[src/hdl/vga_pkg.sv]
`default_nettype none

package vga_pkg;

	//////////////////////////////////////////////////
	// 640x480 raster at a 25 MHz pixel clock
	//////////////////////////////////////////////////

	// Horizontal timing in pixels
	localparam int H_VISIBLE    = 640;
	localparam int H_SYNC_START = 656;
	localparam int H_SYNC_END   = 752;
	localparam int H_TOTAL      = 800;

	// Vertical timing in lines
	localparam int V_VISIBLE    = 480;
	localparam int V_SYNC_START = 490;
	localparam int V_SYNC_END   = 492;
	localparam int V_TOTAL      = 525;

	// Raster coordinate wide enough for both totals
	typedef logic [9:0] coord_t;

	//////////////////////////////////////////////////
	// Pixel bundle from timing to renderer
	//////////////////////////////////////////////////

	typedef struct packed {
		coord_t hcount;
		coord_t vcount;
		logic   visible;
		logic   hsync_n;
		logic   vsync_n;
	} raster_t;

endpackage

`default_nettype wire

[src/hdl/game_pkg.sv]
`default_nettype none

package game_pkg;

	//////////////////////////////////////////////////
	// Grid layout
	//////////////////////////////////////////////////

	localparam int CARD_COUNT = 16;
	localparam int PAIR_COUNT = 8;
	localparam int GRID_DIM   = 4;
	localparam int CARD_SIZE  = 83;
	localparam int CARD_PITCH = 100;
	localparam int GRID_X0    = 130;
	localparam int GRID_Y0    = 70;

	// Card face drawing
	localparam int BORDER_W = 2;
	localparam int INSET    = 21;

	localparam logic [2:0] RGB_NONE       = 3'b000;
	localparam logic [2:0] RGB_BACK       = 3'b001;
	localparam logic [2:0] RGB_MATCH_EDGE = 3'b010;
	localparam logic [2:0] RGB_EDGE       = 3'b111;

	// Frame starts a mismatched pair stays face up
	localparam int HOLD_FRAMES = 2;

	typedef logic [3:0] card_pos_t;
	typedef logic [2:0] symbol_t;

	typedef enum logic [1:0] {
		CARD_DOWN,
		CARD_UP,
		CARD_MATCHED
	} card_state_t;

	typedef card_state_t [CARD_COUNT-1:0] board_state_t;

	typedef enum logic [1:0] {
		OUT_FLIPPED,
		OUT_MATCH,
		OUT_MISMATCH,
		OUT_REJECTED
	} outcome_t;

	typedef struct packed {
		card_pos_t pos;
	} select_t;

	typedef struct packed {
		card_pos_t  pos;
		outcome_t   outcome;
		logic [7:0] moves;
	} result_t;

	// Fixed deal so cards p and p+8 share a symbol
	function automatic symbol_t card_symbol(card_pos_t pos);
		return pos[2:0];
	endfunction

endpackage

`default_nettype wire

[src/hdl/vga_timing.sv]
`timescale 1ns/100ps
`default_nettype none

module vga_timing (
	input  logic             clk,
	input  logic             reset,
	output vga_pkg::raster_t raster,
	output logic             frame_start
);
	import vga_pkg::*;

	coord_t h_count;
	coord_t v_count;

	// Free-running raster counters
	always_ff @(posedge clk) begin
		if (reset) begin
			h_count <= '0;
			v_count <= '0;
		end else if (h_count == coord_t'(H_TOTAL - 1)) begin
			h_count <= '0;
			if (v_count == coord_t'(V_TOTAL - 1))
				v_count <= '0;
			else
				v_count <= v_count + 1'b1;
		end else begin
			h_count <= h_count + 1'b1;
		end
	end

	// Visible flag and active-low syncs from the counts
	always_comb begin
		raster.hcount  = h_count;
		raster.vcount  = v_count;
		raster.visible = (h_count < coord_t'(H_VISIBLE)) &&
		                 (v_count < coord_t'(V_VISIBLE));
		raster.hsync_n = !((h_count >= coord_t'(H_SYNC_START)) &&
		                   (h_count < coord_t'(H_SYNC_END)));
		raster.vsync_n = !((v_count >= coord_t'(V_SYNC_START)) &&
		                   (v_count < coord_t'(V_SYNC_END)));
	end

	// Start of vertical blanking
	assign frame_start = (h_count == '0) && (v_count == coord_t'(V_VISIBLE));

	a_hcount_range: assert property (@(posedge clk) disable iff (reset)
		h_count < coord_t'(H_TOTAL));

endmodule

`default_nettype wire

[src/hdl/card_board.sv]
`timescale 1ns/100ps
`default_nettype none

module card_board (
	input  logic                   clk,
	input  logic                   reset,
	input  logic                   sel_valid,
	output logic                   sel_ready,
	input  game_pkg::select_t      sel,
	input  logic                   frame_start,
	output logic                   result_valid,
	output game_pkg::result_t      result,
	output game_pkg::board_state_t board,
	output logic                   done
);
	import game_pkg::*;

	typedef enum logic [1:0] {
		BOARD_IDLE,
		BOARD_ONE_UP,
		BOARD_HOLD
	} ctrl_t;

	typedef logic [$clog2(HOLD_FRAMES + 1)-1:0] hold_cnt_t;
	typedef logic [$clog2(PAIR_COUNT + 1)-1:0]  pair_cnt_t;

	ctrl_t                 ctrl;
	card_pos_t             first_pos;
	card_pos_t             second_pos;
	hold_cnt_t             hold_count;
	pair_cnt_t             pairs;
	logic [7:0]            moves;
	logic [7:0]            moves_next;
	logic                  accept;
	logic                  is_down;
	logic                  is_pair;
	outcome_t              outcome_next;
	logic [CARD_COUNT-1:0] up_mask;

	assign accept     = sel_valid && sel_ready;
	assign is_down    = (board[sel.pos] == CARD_DOWN);
	assign is_pair    = (card_symbol(sel.pos) == card_symbol(first_pos));
	assign moves_next = moves + 8'd1;

	// Judgement of the offered card
	always_comb begin
		if (!is_down)
			outcome_next = OUT_REJECTED;
		else if (ctrl != BOARD_ONE_UP)
			outcome_next = OUT_FLIPPED;
		else if (is_pair)
			outcome_next = OUT_MATCH;
		else
			outcome_next = OUT_MISMATCH;
	end

	//////////////////////////////////////////////////
	// Board controller
	//////////////////////////////////////////////////

	always_ff @(posedge clk) begin
		if (reset) begin
			ctrl         <= BOARD_IDLE;
			first_pos    <= '0;
			second_pos   <= '0;
			hold_count   <= '0;
			pairs        <= '0;
			moves        <= '0;
			sel_ready    <= 1'b1;
			result_valid <= 1'b0;
			done         <= 1'b0;
			for (int i = 0; i < CARD_COUNT; i++)
				board[i] <= CARD_DOWN;
		end else begin
			result_valid <= accept;
			if (accept) begin
				case (outcome_next)
					OUT_FLIPPED: begin
						board[sel.pos] <= CARD_UP;
						first_pos      <= sel.pos;
						ctrl           <= BOARD_ONE_UP;
					end
					OUT_MATCH: begin
						board[sel.pos]   <= CARD_MATCHED;
						board[first_pos] <= CARD_MATCHED;
						moves            <= moves_next;
						pairs            <= pairs + 1'b1;
						done             <= (pairs == pair_cnt_t'(PAIR_COUNT - 1));
						ctrl             <= BOARD_IDLE;
					end
					OUT_MISMATCH: begin
						board[sel.pos] <= CARD_UP;
						second_pos     <= sel.pos;
						moves          <= moves_next;
						hold_count     <= '0;
						sel_ready      <= 1'b0;
						ctrl           <= BOARD_HOLD;
					end
					default: begin
						// Rejected card leaves the board untouched
					end
				endcase
			end else if ((ctrl == BOARD_HOLD) && frame_start) begin
				if (hold_count == hold_cnt_t'(HOLD_FRAMES - 1)) begin
					board[first_pos]  <= CARD_DOWN;
					board[second_pos] <= CARD_DOWN;
					sel_ready         <= 1'b1;
					ctrl              <= BOARD_IDLE;
				end else begin
					hold_count <= hold_count + 1'b1;
				end
			end
		end
	end

	// Result payload with moves counting judged pairs only
	always_ff @(posedge clk) begin
		if (accept) begin
			result.pos     <= sel.pos;
			result.outcome <= outcome_next;
			if ((outcome_next == OUT_MATCH) || (outcome_next == OUT_MISMATCH))
				result.moves <= moves_next;
			else
				result.moves <= moves;
		end
	end

	always_comb begin
		for (int i = 0; i < CARD_COUNT; i++)
			up_mask[i] = (board[i] == CARD_UP);
	end

	a_two_up_max: assert property (@(posedge clk) disable iff (reset)
		$countones(up_mask) <= 2);

	a_hold_stall: assert property (@(posedge clk) disable iff (reset)
		(ctrl == BOARD_HOLD) |-> !sel_ready);

endmodule

`default_nettype wire

[src/hdl/card_renderer.sv]
`timescale 1ns/100ps
`default_nettype none

module card_renderer (
	input  logic                   clk,
	input  logic                   reset,
	input  vga_pkg::raster_t       raster,
	input  game_pkg::board_state_t board,
	output logic [2:0]             rgb,
	output logic                   hsync_n,
	output logic                   vsync_n
);
	import vga_pkg::*;
	import game_pkg::*;

	typedef logic [6:0] offset_t;

	// Hit flag and index of the card span holding v
	function automatic logic [2:0] locate(coord_t v, int origin);
		logic [2:0] found;
		found = 3'b000;
		for (int i = 0; i < GRID_DIM; i++) begin
			if ((int'(v) >= origin + i * CARD_PITCH) &&
			    (int'(v) < origin + i * CARD_PITCH + CARD_SIZE))
				found = {1'b1, 2'(i)};
		end
		return found;
	endfunction

	//////////////////////////////////////////////////
	// Stage 1 grid lookup
	//////////////////////////////////////////////////

	logic [2:0] col_loc;
	logic [2:0] row_loc;
	coord_t     x_off;
	coord_t     y_off;
	card_pos_t  pos;

	always_comb begin
		col_loc = locate(raster.hcount, GRID_X0);
		row_loc = locate(raster.vcount, GRID_Y0);
		x_off   = raster.hcount - coord_t'(GRID_X0 + CARD_PITCH * int'(col_loc[1:0]));
		y_off   = raster.vcount - coord_t'(GRID_Y0 + CARD_PITCH * int'(row_loc[1:0]));
		pos     = {row_loc[1:0], col_loc[1:0]};
	end

	logic        s1_visible;
	logic        s1_on_card;
	logic        s1_hsync_n;
	logic        s1_vsync_n;
	offset_t     s1_lx;
	offset_t     s1_ly;
	card_state_t s1_state;
	symbol_t     s1_symbol;

	always_ff @(posedge clk) begin
		if (reset) begin
			s1_visible <= 1'b0;
			s1_on_card <= 1'b0;
			s1_hsync_n <= 1'b1;
			s1_vsync_n <= 1'b1;
		end else begin
			s1_visible <= raster.visible;
			s1_on_card <= col_loc[2] && row_loc[2];
			s1_hsync_n <= raster.hsync_n;
			s1_vsync_n <= raster.vsync_n;
		end
	end

	always_ff @(posedge clk) begin
		s1_lx     <= offset_t'(x_off);
		s1_ly     <= offset_t'(y_off);
		s1_state  <= board[pos];
		s1_symbol <= card_symbol(pos);
	end

	//////////////////////////////////////////////////
	// Stage 2 colour rule
	//////////////////////////////////////////////////

	logic       border;
	logic       centre;
	logic [2:0] colour;
	logic       s2_visible;

	always_comb begin
		border = (s1_lx < offset_t'(BORDER_W)) || (s1_ly < offset_t'(BORDER_W)) ||
		         (s1_lx >= offset_t'(CARD_SIZE - BORDER_W)) ||
		         (s1_ly >= offset_t'(CARD_SIZE - BORDER_W));
		centre = (s1_lx >= offset_t'(INSET)) && (s1_lx <= offset_t'(CARD_SIZE - 1 - INSET)) &&
		         (s1_ly >= offset_t'(INSET)) && (s1_ly <= offset_t'(CARD_SIZE - 1 - INSET));
		if (!s1_visible || !s1_on_card)
			colour = RGB_NONE;
		else if (border)
			colour = (s1_state == CARD_MATCHED) ? RGB_MATCH_EDGE : RGB_EDGE;
		else if (s1_state == CARD_DOWN)
			colour = RGB_BACK;
		else if (centre)
			colour = ~s1_symbol;
		else
			colour = s1_symbol;
	end

	// Syncs delayed alongside the colour
	always_ff @(posedge clk) begin
		if (reset) begin
			rgb        <= RGB_NONE;
			hsync_n    <= 1'b1;
			vsync_n    <= 1'b1;
			s2_visible <= 1'b0;
		end else begin
			rgb        <= colour;
			hsync_n    <= s1_hsync_n;
			vsync_n    <= s1_vsync_n;
			s2_visible <= s1_visible;
		end
	end

	a_blank_black: assert property (@(posedge clk) disable iff (reset)
		!s2_visible |-> rgb == RGB_NONE);

endmodule

`default_nettype wire

[src/hdl/memory_game_top.sv]
`timescale 1ns/100ps
`default_nettype none

module memory_game_top (
	input  logic              clk,
	input  logic              reset,
	input  logic              sel_valid,
	output logic              sel_ready,
	input  game_pkg::select_t sel,
	output logic              result_valid,
	output game_pkg::result_t result,
	output logic              done,
	output logic [2:0]        rgb,
	output logic              hsync_n,
	output logic              vsync_n
);
	import vga_pkg::*;
	import game_pkg::*;

	raster_t      raster;
	logic         frame_start;
	board_state_t board;

	vga_timing vga_timing_i (
		.clk         (clk),
		.reset       (reset),
		.raster      (raster),
		.frame_start (frame_start)
	);

	card_board card_board_i (
		.clk          (clk),
		.reset        (reset),
		.sel_valid    (sel_valid),
		.sel_ready    (sel_ready),
		.sel          (sel),
		.frame_start  (frame_start),
		.result_valid (result_valid),
		.result       (result),
		.board        (board),
		.done         (done)
	);

	card_renderer card_renderer_i (
		.clk     (clk),
		.reset   (reset),
		.raster  (raster),
		.board   (board),
		.rgb     (rgb),
		.hsync_n (hsync_n),
		.vsync_n (vsync_n)
	);

endmodule

`default_nettype wire

[config.mk]
export PLATFORM = sky130hd
export DESIGN_NAME = memory_game_top
export DESIGN_NICKNAME = d
export VERILOG_FILES = /design/src/hdl/vga_pkg.sv /design/src/hdl/game_pkg.sv /design/src/hdl/vga_timing.sv /design/src/hdl/card_board.sv /design/src/hdl/card_renderer.sv /design/src/hdl/memory_game_top.sv
export SDC_FILE = /design/constraint.sdc
export NUM_CORES = 1
export LEC_CHECK = 0
export ABC_CLOCK_PERIOD_IN_PS = 3280
export BUFFER_PORTS_ARGS = -buffer_cell sky130_fd_sc_hd__buf_2
export CORE_ASPECT_RATIO = 2
export CORE_MARGIN = 10
export CORE_UTILIZATION = 56
export DETAILED_ROUTE_END_ITERATION = 8
export GPL_TIMING_DRIVEN = 0
export PLACE_DENSITY = 0.81
export SLEW_MARGIN = 30
export SYNTH_ARGS = -nofsm -noshare
export SYNTH_HDL_FRONTEND = slang
export SYNTH_SLANG_ARGS = --single-unit
[constraint.sdc]
create_clock -name clk -period 3.28 [get_ports clk]
set_clock_uncertainty 0.2 [all_clocks]
set_input_delay 0.328 -clock clk [delete_from_list [all_inputs] [get_ports clk]]
set_output_delay 0.328 -clock clk [all_outputs]
set_load 0.03 [all_outputs]
==> results.toml, run 1 <==
[status]
status = "finished, violations left"
violations = "design-rule violations"

[timing]
finalWorstPathRequiredPeriod_ns = 3.167
relSlewSlack = 0.4472
setup_slack_ns = 0.1131
finalHoldViolations = 0
final-setup-viol-count = 0
worst_pin_slew_ns = 0.8240
max_freq_mhz = 315.8
slew_viol_final = 0
min_period_over_period = 0.9655
hold_slack_ns = 0.08120

[clocking]
tritoncts = "built"
cts_root_buffer = "clkbuf_16"
cts_sinks = 121
clock_latency_ns = 0.43
cts_made_buffers = 17
clockBufferDepth = 2
clkTransAtPathRegs_ns = 0.06
htree_levels = 4

[logic_synthesis]
async_reset_ff_frac = 0
synth_area_leaders = "dfxtp_1 32%, edfxtp_1 6.2%, nor2_1 6.2%, o21ai_0 5.6%, ha_1 4.6%"
synth_commonest_cells = "112 x nor2_1, 107 x dfxtp_1, 75 x o21ai_0"
syn_avg_cell_area_um2 = 8.008
synth_top_area_cell = "dfxtp_1"
syn-cell-area_um2 = 6759
synthDistinctLibCells = 70
yosysTopAreaCellShare = 0.3169
synth_edf_count = 14
synth_seq_cells = 121
seq_area_frac_synth = 0.3791
netlist_instances = 844
yosysMostFrequentCell = "nor2_1"
yosysWarnings = 0
synthesis.nets = 876
synthFlopType = "dfxtp_1"

[job]
cap_violations = 0

[route]
m1WireLength_mm = 7.043
drt_iter0_drc = 773
vias = 6919
vias_per_cell = 6.527
wl_met2_mm = 12.01
top_layer_used = "met4"
totalWireLength_mm = 22.38
drtAntennaViolNets = 0
wl_met3_mm = 1.497
drt_pass1_iterations = 9
wire_per_inst_um = 21.11
route.detailed.drc = 3

[place]
dp_hpwl_mm = 15.38
place_inst = 1018
finalWeightedCongestion = 1.016
port_buffers = 28
pre_cts_ws_ns = -1.165

[pwr]
intPower_w = 0.003112
vdd_drop_max_mv = 0.4579
p_per_area_nw_per_um2 = 518.1
total_power_w = 0.004261
netSwitchingFraction = 0.2698
seqPwrFrac = 0.377
pwr-share-clk = 0.486
p_switching_w = 0.001150
p_comb_frac = 0.137
p_leak_nw = 3.045

[global_routing]
track_usage = 0.2504
grt_first_pass_wirelength_mm = 34.64
grt-ovfl-total = 0
antenna_found_initial = 0
grt_start_max_net_pins = 23
first_global_vias = 6893

[die]
start_util = 0.5742
dieArea_um2 = 17130
die_w_um = 97.69
core_um2 = 11770
die_y_um = 175.4
std_cell_rows = 56
ioPinCount = 29

[worst_setup_path]
endpoint = "card_renderer_i.s1_lx[6]$_DFF_P_"
r2r_cells = 13
timing.rr.end = "card_renderer_i.s1_lx[6]$_DFF_P_"
required_ns = 3.42
worst_setup_path_start_kind = "flop"
worstPathArrival_ns = 3.31
reg2reg_slack_ns = 0.11
endpoint_kind = "flop"
crit_start = "vga_timing_i.h_count[2]$_SDFF_PP0_"
r2r-start = "vga_timing_i.h_count[2]$_SDFF_PP0_"
critPathKind = "reg -> reg"
cp_max_fo = 6

[finish]
drive_gt1_frac = 0.1727
fin_nets = 934
fin_util = 0.6988
syn_to_final_growth_pct = 21.70
n_antenna_cell = 0
instances_no_fill = 1060

[worst_hold_path]
hp-class = "in -> reg"
timing repair:
item                                   4_1_cts  5_1_grt
setup endpoints to repair                   57       50
pin swaps                                    5       15
gates cloned                                 0        1
endpoints found under the hold margin        3        0
hold buffers                                 3        0
buffers inserted                             6        4
resized for setup                           39       78
how the worst min path moves through the flow:
stage,start,to,slack (ns),cells after the start
5_1_grt,sel[1],card_board_i.result[11]$_DFFE_PP_,0.07,1
6_report,sel[1],card_board_i.result[11]$_DFFE_PP_,0.08,1
2_1_floorplan,vga_timing_i.h_count[0]$_SDFF_PP0_,card_renderer_i.s1_lx[0]$_DFF_P_,0.18,0
4_1_cts,sel[1],card_board_i.result[11]$_DFFE_PP_,0.03,1
3_3_place_gp,card_renderer_i.s1_hsync_n$_SDFF_PP1_,card_renderer_i.hsync_n$_SDFF_PP1_,0.20,1
3_5_place_dp,card_renderer_i.s1_hsync_n$_SDFF_PP1_,card_renderer_i.hsync_n$_SDFF_PP1_,0.20,1
critical path: stages (launching register included):
cell and delay [ns]:
dfxtp_4 0.37, buf_4 0.17, a211oi_1 0.38, nor3_2 0.12, nor2_1 0.44, nand2b_4 0.12, ha_1 0.21, inv_1 0.09
ha_4 0.22, a21oi_4 0.17, nor2b_2 0.06, nor3b_2 0.21, xnor2_1 0.16, xnor2_1 0.16
power groups by stage:
stage | Combinational, W | Sequential, W | Clock (W)
finish | 0.000584 | 0.00161 | 0.00207
global placement | 0.000494 | 0.00163 | 0
detailed placement | 0.000503 | 0.00163 | 0
global route | 0.000628 | 0.00161 | 0.00213
CTS | 0.000525 | 0.00160 | 0.00207
floorplan | 0.000324 | 0.00166 | 0
per-layer routing:
| layer | GRT usage | vias to the layer above |
|---|---|---|
| met2 | 0.4644 | 427 |
| li1 | - | 3108 |
| met3 | 0.06053 | 180 |
| met5 | 0 | - |
| met1 | 0.2260 | 3204 |
| met4 | 0.1888 | 0 |
flip-flops by register name, indices dropped and copies added, names as in the netlist:
name                        flops
card_renderer_i.vsync_n         1
card_renderer_i.s1_vsync_n      1
vga_timing_i.v_count           10
card_board_i.sel_ready          1
card_renderer_i.s1_on_card      1
card_board_i.pairs              4
card_renderer_i.s1_visible      1
card_renderer_i.s1_lx           7
card_board_i.board             32
card_board_i.hold_count         2
card_renderer_i.s1_ly           7
card_renderer_i.hsync_n         1
card_renderer_i.s1_hsync_n      1
card_board_i.moves              8
card_renderer_i.s1_symbol       3
card_board_i.first_pos          4
card_renderer_i.s1_state        2
vga_timing_i.h_count           10
card_board_i.result_valid       1
card_renderer_i.rgb             3
card_board_i.ctrl               2
card_board_i.result            14
card_board_i.done               1
card_board_i.second_pos         4
cells in the final DEF, fill, tap and decap left out, types with 6 or more instances in the layout:
cell,Yosys,routed
a21o_1,8,8
buf_2,6,33
nor2_1,112,106
clkbuf_1,35,24
nand2b_1,25,23
a21oi_1,55,51
nand3_1,27,27
o21a_1,15,15
o21ai_0,75,71
nand3b_1,6,6
buf_4,0,13
inv_1,29,25
dfxtp_1,107,98
mux2i_1,10,10
a211oi_1,11,9
xor2_1,17,17
dfxtp_2,0,7
ha_1,25,20
clkbuf_16,0,17
nand4_1,7,7
and3_1,9,9
xnor2_1,30,29
edfxtp_1,14,14
nor3_1,30,26
or3_1,7,7
nand2_1,73,73
through the flow:
stage,instance area (um2),setup TNS (ns)
floorplan,6759,0
CTS,7973,-0.01620
finish,8225,0
global placement,7081,-46.82
detailed placement,7097,-46.86
global route,8225,-0.02632
final cells by class:
| class | instances | area (um2) |
|---|---|---|
| fillers | 898 | 3546 |
| multi-input cells | 647 | 4228 |
| inverters | 30 | 112.6 |
| flip-flops and latches | 121 | 2579 |
| clock inverters | 14 | 220.2 |
| repair buffers | 43 | 267.8 |
| clock buffers | 18 | 429.2 |
| plain buffers | 42 | 207.7 |
| well taps | 145 | 181.4 |
kinds of logic (layout without fill, tap and decap cells):
| group | Yosys count | in the layout | share of synthesized area |
|---|---|---|---|
| buf+inv | 76 | 147 | 0.04350 |
| xor+xnor | 47 | 47 | 0.06090 |
| fa+ha+maj | 25 | 25 | 0.04628 |
| mux | 14 | 14 | 0.02147 |
| flops | 121 | 121 | 0.3791 |
| simple gates | 344 | 344 | 0.2503 |
| compound gates | 217 | 217 | 0.1984 |
No activity file was read; power rests on OpenSTA's default activity.
==> run 2, diff against run 1 <==
--- a/config.mk
+++ b/config.mk
@@ -9,10 +9,11 @@
 export BUFFER_PORTS_ARGS = -buffer_cell sky130_fd_sc_hd__buf_2
 export CORE_ASPECT_RATIO = 2
 export CORE_MARGIN = 10
-export CORE_UTILIZATION = 56
+export CORE_UTILIZATION = 30
 export DETAILED_ROUTE_END_ITERATION = 8
 export GPL_TIMING_DRIVEN = 0
-export PLACE_DENSITY = 0.81
+export PLACE_DENSITY = 0.51
+export SKIP_CTS_REPAIR_TIMING = 1
 export SLEW_MARGIN = 30
 export SYNTH_ARGS = -nofsm -noshare
 export SYNTH_HDL_FRONTEND = slang
==> results.toml, run 2 (synthesized netlist as in run 1, its figures left out) <==
[worst_setup_path]
r2r_cells = 14
crit_start = "sel[0]"
required_ns = 3.39
cp_max_fo = 10
reg2reg_slack_ns = 0.11
worst_setup_path_start_kind = "input pin"
timing.rr.end = "card_board_i.board[12]$_SDFFE_PP0P_"
endpoint = "card_board_i.board[12]$_SDFFE_PP0P_"
worstPathArrival_ns = 3.31
endpoint_kind = "flop"
critPathKind = "in -> reg"
r2r-start = "card_board_i.board[1]$_SDFFE_PP0P_"

[finish]
top_regs = "card_board_i.board x32, card_board_i.result x14"
fin_nets = 938
top_register = "card_board_i.board"
n_antenna_cell = 0
final_cell_mix = "106 x nor2_1, 98 x dfxtp_1, 73 x nand2_1"
syn_to_final_growth_pct = 21.70
drive_gt1_frac = 0.1654
layout_commonest_cell = "nor2_1"
largest_reg_flops = 32

[pwr]
p_switching_w = 0.001119
intPower_w = 0.002785
p_per_area_nw_per_um2 = 474.6
p_comb_frac = 0.148
vdd_drop_max_mv = 0.4633
seqPwrFrac = 0.411
pwr-share-clk = 0.440
netSwitchingFraction = 0.2867
p_leak_nw = 2.997

[timing]
final-setup-viol-count = 0
max_freq_mhz = 312.6
tns_ns = 0
slew_viol_final = 0
finalWorstPathRequiredPeriod_ns = 3.199
worst_pin_slew_ns = 0.9184
finalHoldViolations = 0
hold_slack_ns = 0.08703
relSlewSlack = 0.3831
min_period_over_period = 0.9754
setup_slack_ns = 0.08067

[route]
vias_per_cell = 5.443
drtAntennaViolNets = 0
drt_iter0_drc = 443
vias = 6504
route.detailed.drc = 0
drt_pass1_iterations = 5
wire_per_inst_um = 19.66
totalWireLength_mm = 23.49

[die]
start_util = 0.3050
core_um2 = 22160
ioPinCount = 29
die_y_um = 232.3
die_w_um = 126.1
dieArea_um2 = 29300
std_cell_rows = 77

[global_routing]
grt_start_max_net_pins = 23
antenna_found_initial = 0
grt_first_pass_wirelength_mm = 36.01
first_global_vias = 6680
grt-ovfl-total = 0
track_usage = 0.1572

[job]
cap_violations = 0

[place]
port_buffers = 28
dp_hpwl_mm = 18.07
pre_cts_ws_ns = -1.503
finalWeightedCongestion = 0.9909

[clocking]
clock_latency_ns = 0.43
cts_sinks = 121
htree_levels = 4
tritoncts = "built"
clockBufferDepth = 2
cts_made_buffers = 17
clkTransAtPathRegs_ns = 0.06
cts_root_buffer = "clkbuf_16"

[worst_hold_path]
hp-class = "in -> reg"

[status]
status = "complete, no violations"
-- run 2: cell types whose count changed in the layout (fill, tap and decap cells not counted), sizes merged --
cell	previous run	this run
clkbuf	47	53
bufinv	5	1
clkinvlp	0	4
buf	53	55
clkinv	8	6
inv	31	29
-- run 2: power groups by stage --
stage | registers, W | logic [W] | clock network (W)
finish | 0.00161 | 0.000579 | 0.00172
global route | 0.00161 | 0.000623 | 0.00182
CTS | 0.00160 | 0.000527 | 0.00175
detailed placement | 0.00163 | 0.000524 | 0
global placement | 0.00163 | 0.000524 | 0
floorplan | 0.00166 | 0.000324 | 0
-- run 2: layer usage --
metal	wire length, um	global-route usage	vias up
met5	0	0	-
met4	1965	0.1383	0
met3	760	0.03384	99
met2	13250	0.3078	184
met1	7508	0.1244	3105
li1	-	-	3116
-- run 2: area by class of cell --
| cell class | count | area (um2) |
|---|---|---|
| sequential | 121 | 2576 |
| buffer | 42 | 203.9 |
| fill | 2370 | 13930 |
| multi-input combinational | 647 | 4168 |
| clock buffer | 22 | 444.2 |
| inverter | 30 | 118.9 |
| timing repair buffer | 47 | 287.8 |
| clock inverter | 10 | 81.33 |
| tap | 276 | 345.3 |
-- run 2: worst min-delay path by stage --
stage | from | endpoint | slack (ns) | cells after the start
finish | sel[1] | card_board_i.result[11]$_DFFE_PP_ | 0.09 | 1
global route | sel[1] | card_board_i.result[11]$_DFFE_PP_ | 0.08 | 1
CTS | sel[3] | card_board_i.result[13]$_DFFE_PP_ | -0.12 | 1
detailed placement | card_renderer_i.s1_vsync_n$_SDFF_PP1_ | card_renderer_i.vsync_n$_SDFF_PP1_ | 0.20 | 1
global placement | card_renderer_i.s1_vsync_n$_SDFF_PP1_ | card_renderer_i.vsync_n$_SDFF_PP1_ | 0.19 | 1
floorplan | vga_timing_i.h_count[0]$_SDFF_PP0_ | card_renderer_i.s1_lx[0]$_DFF_P_ | 0.18 | 0
-- run 2: through the flow --
stage                     instance area, um2  utilization  cells  total power, W
after global routing                    8225       0.3712   1195        0.004055
after global placement                  7244       0.3269   1148        0.002157
final                                   8225       0.3712   1195        0.003904
after detailed placement                7261       0.3277   1149        0.002158
after CTS                               7786       0.3514   1181        0.003879
after floorplan                         6759            -    844        0.001980
-- run 2: critical path, cell delays in order --
cell,delay (ns)
buf_2,0.12
clkbuf_4,0.19
nor2_4,0.26
o21ai_0,0.13
and3b_1,0.24
a211oi_2,0.25
a31oi_2,0.05
buf_4,0.19
buf_4,0.13
a21boi_2,0.17
ha_1,0.26
or2_2,0.39
nor2_1,0.22
nand2_1,0.19
nand2_1,0.11
a21oi_1,0.06
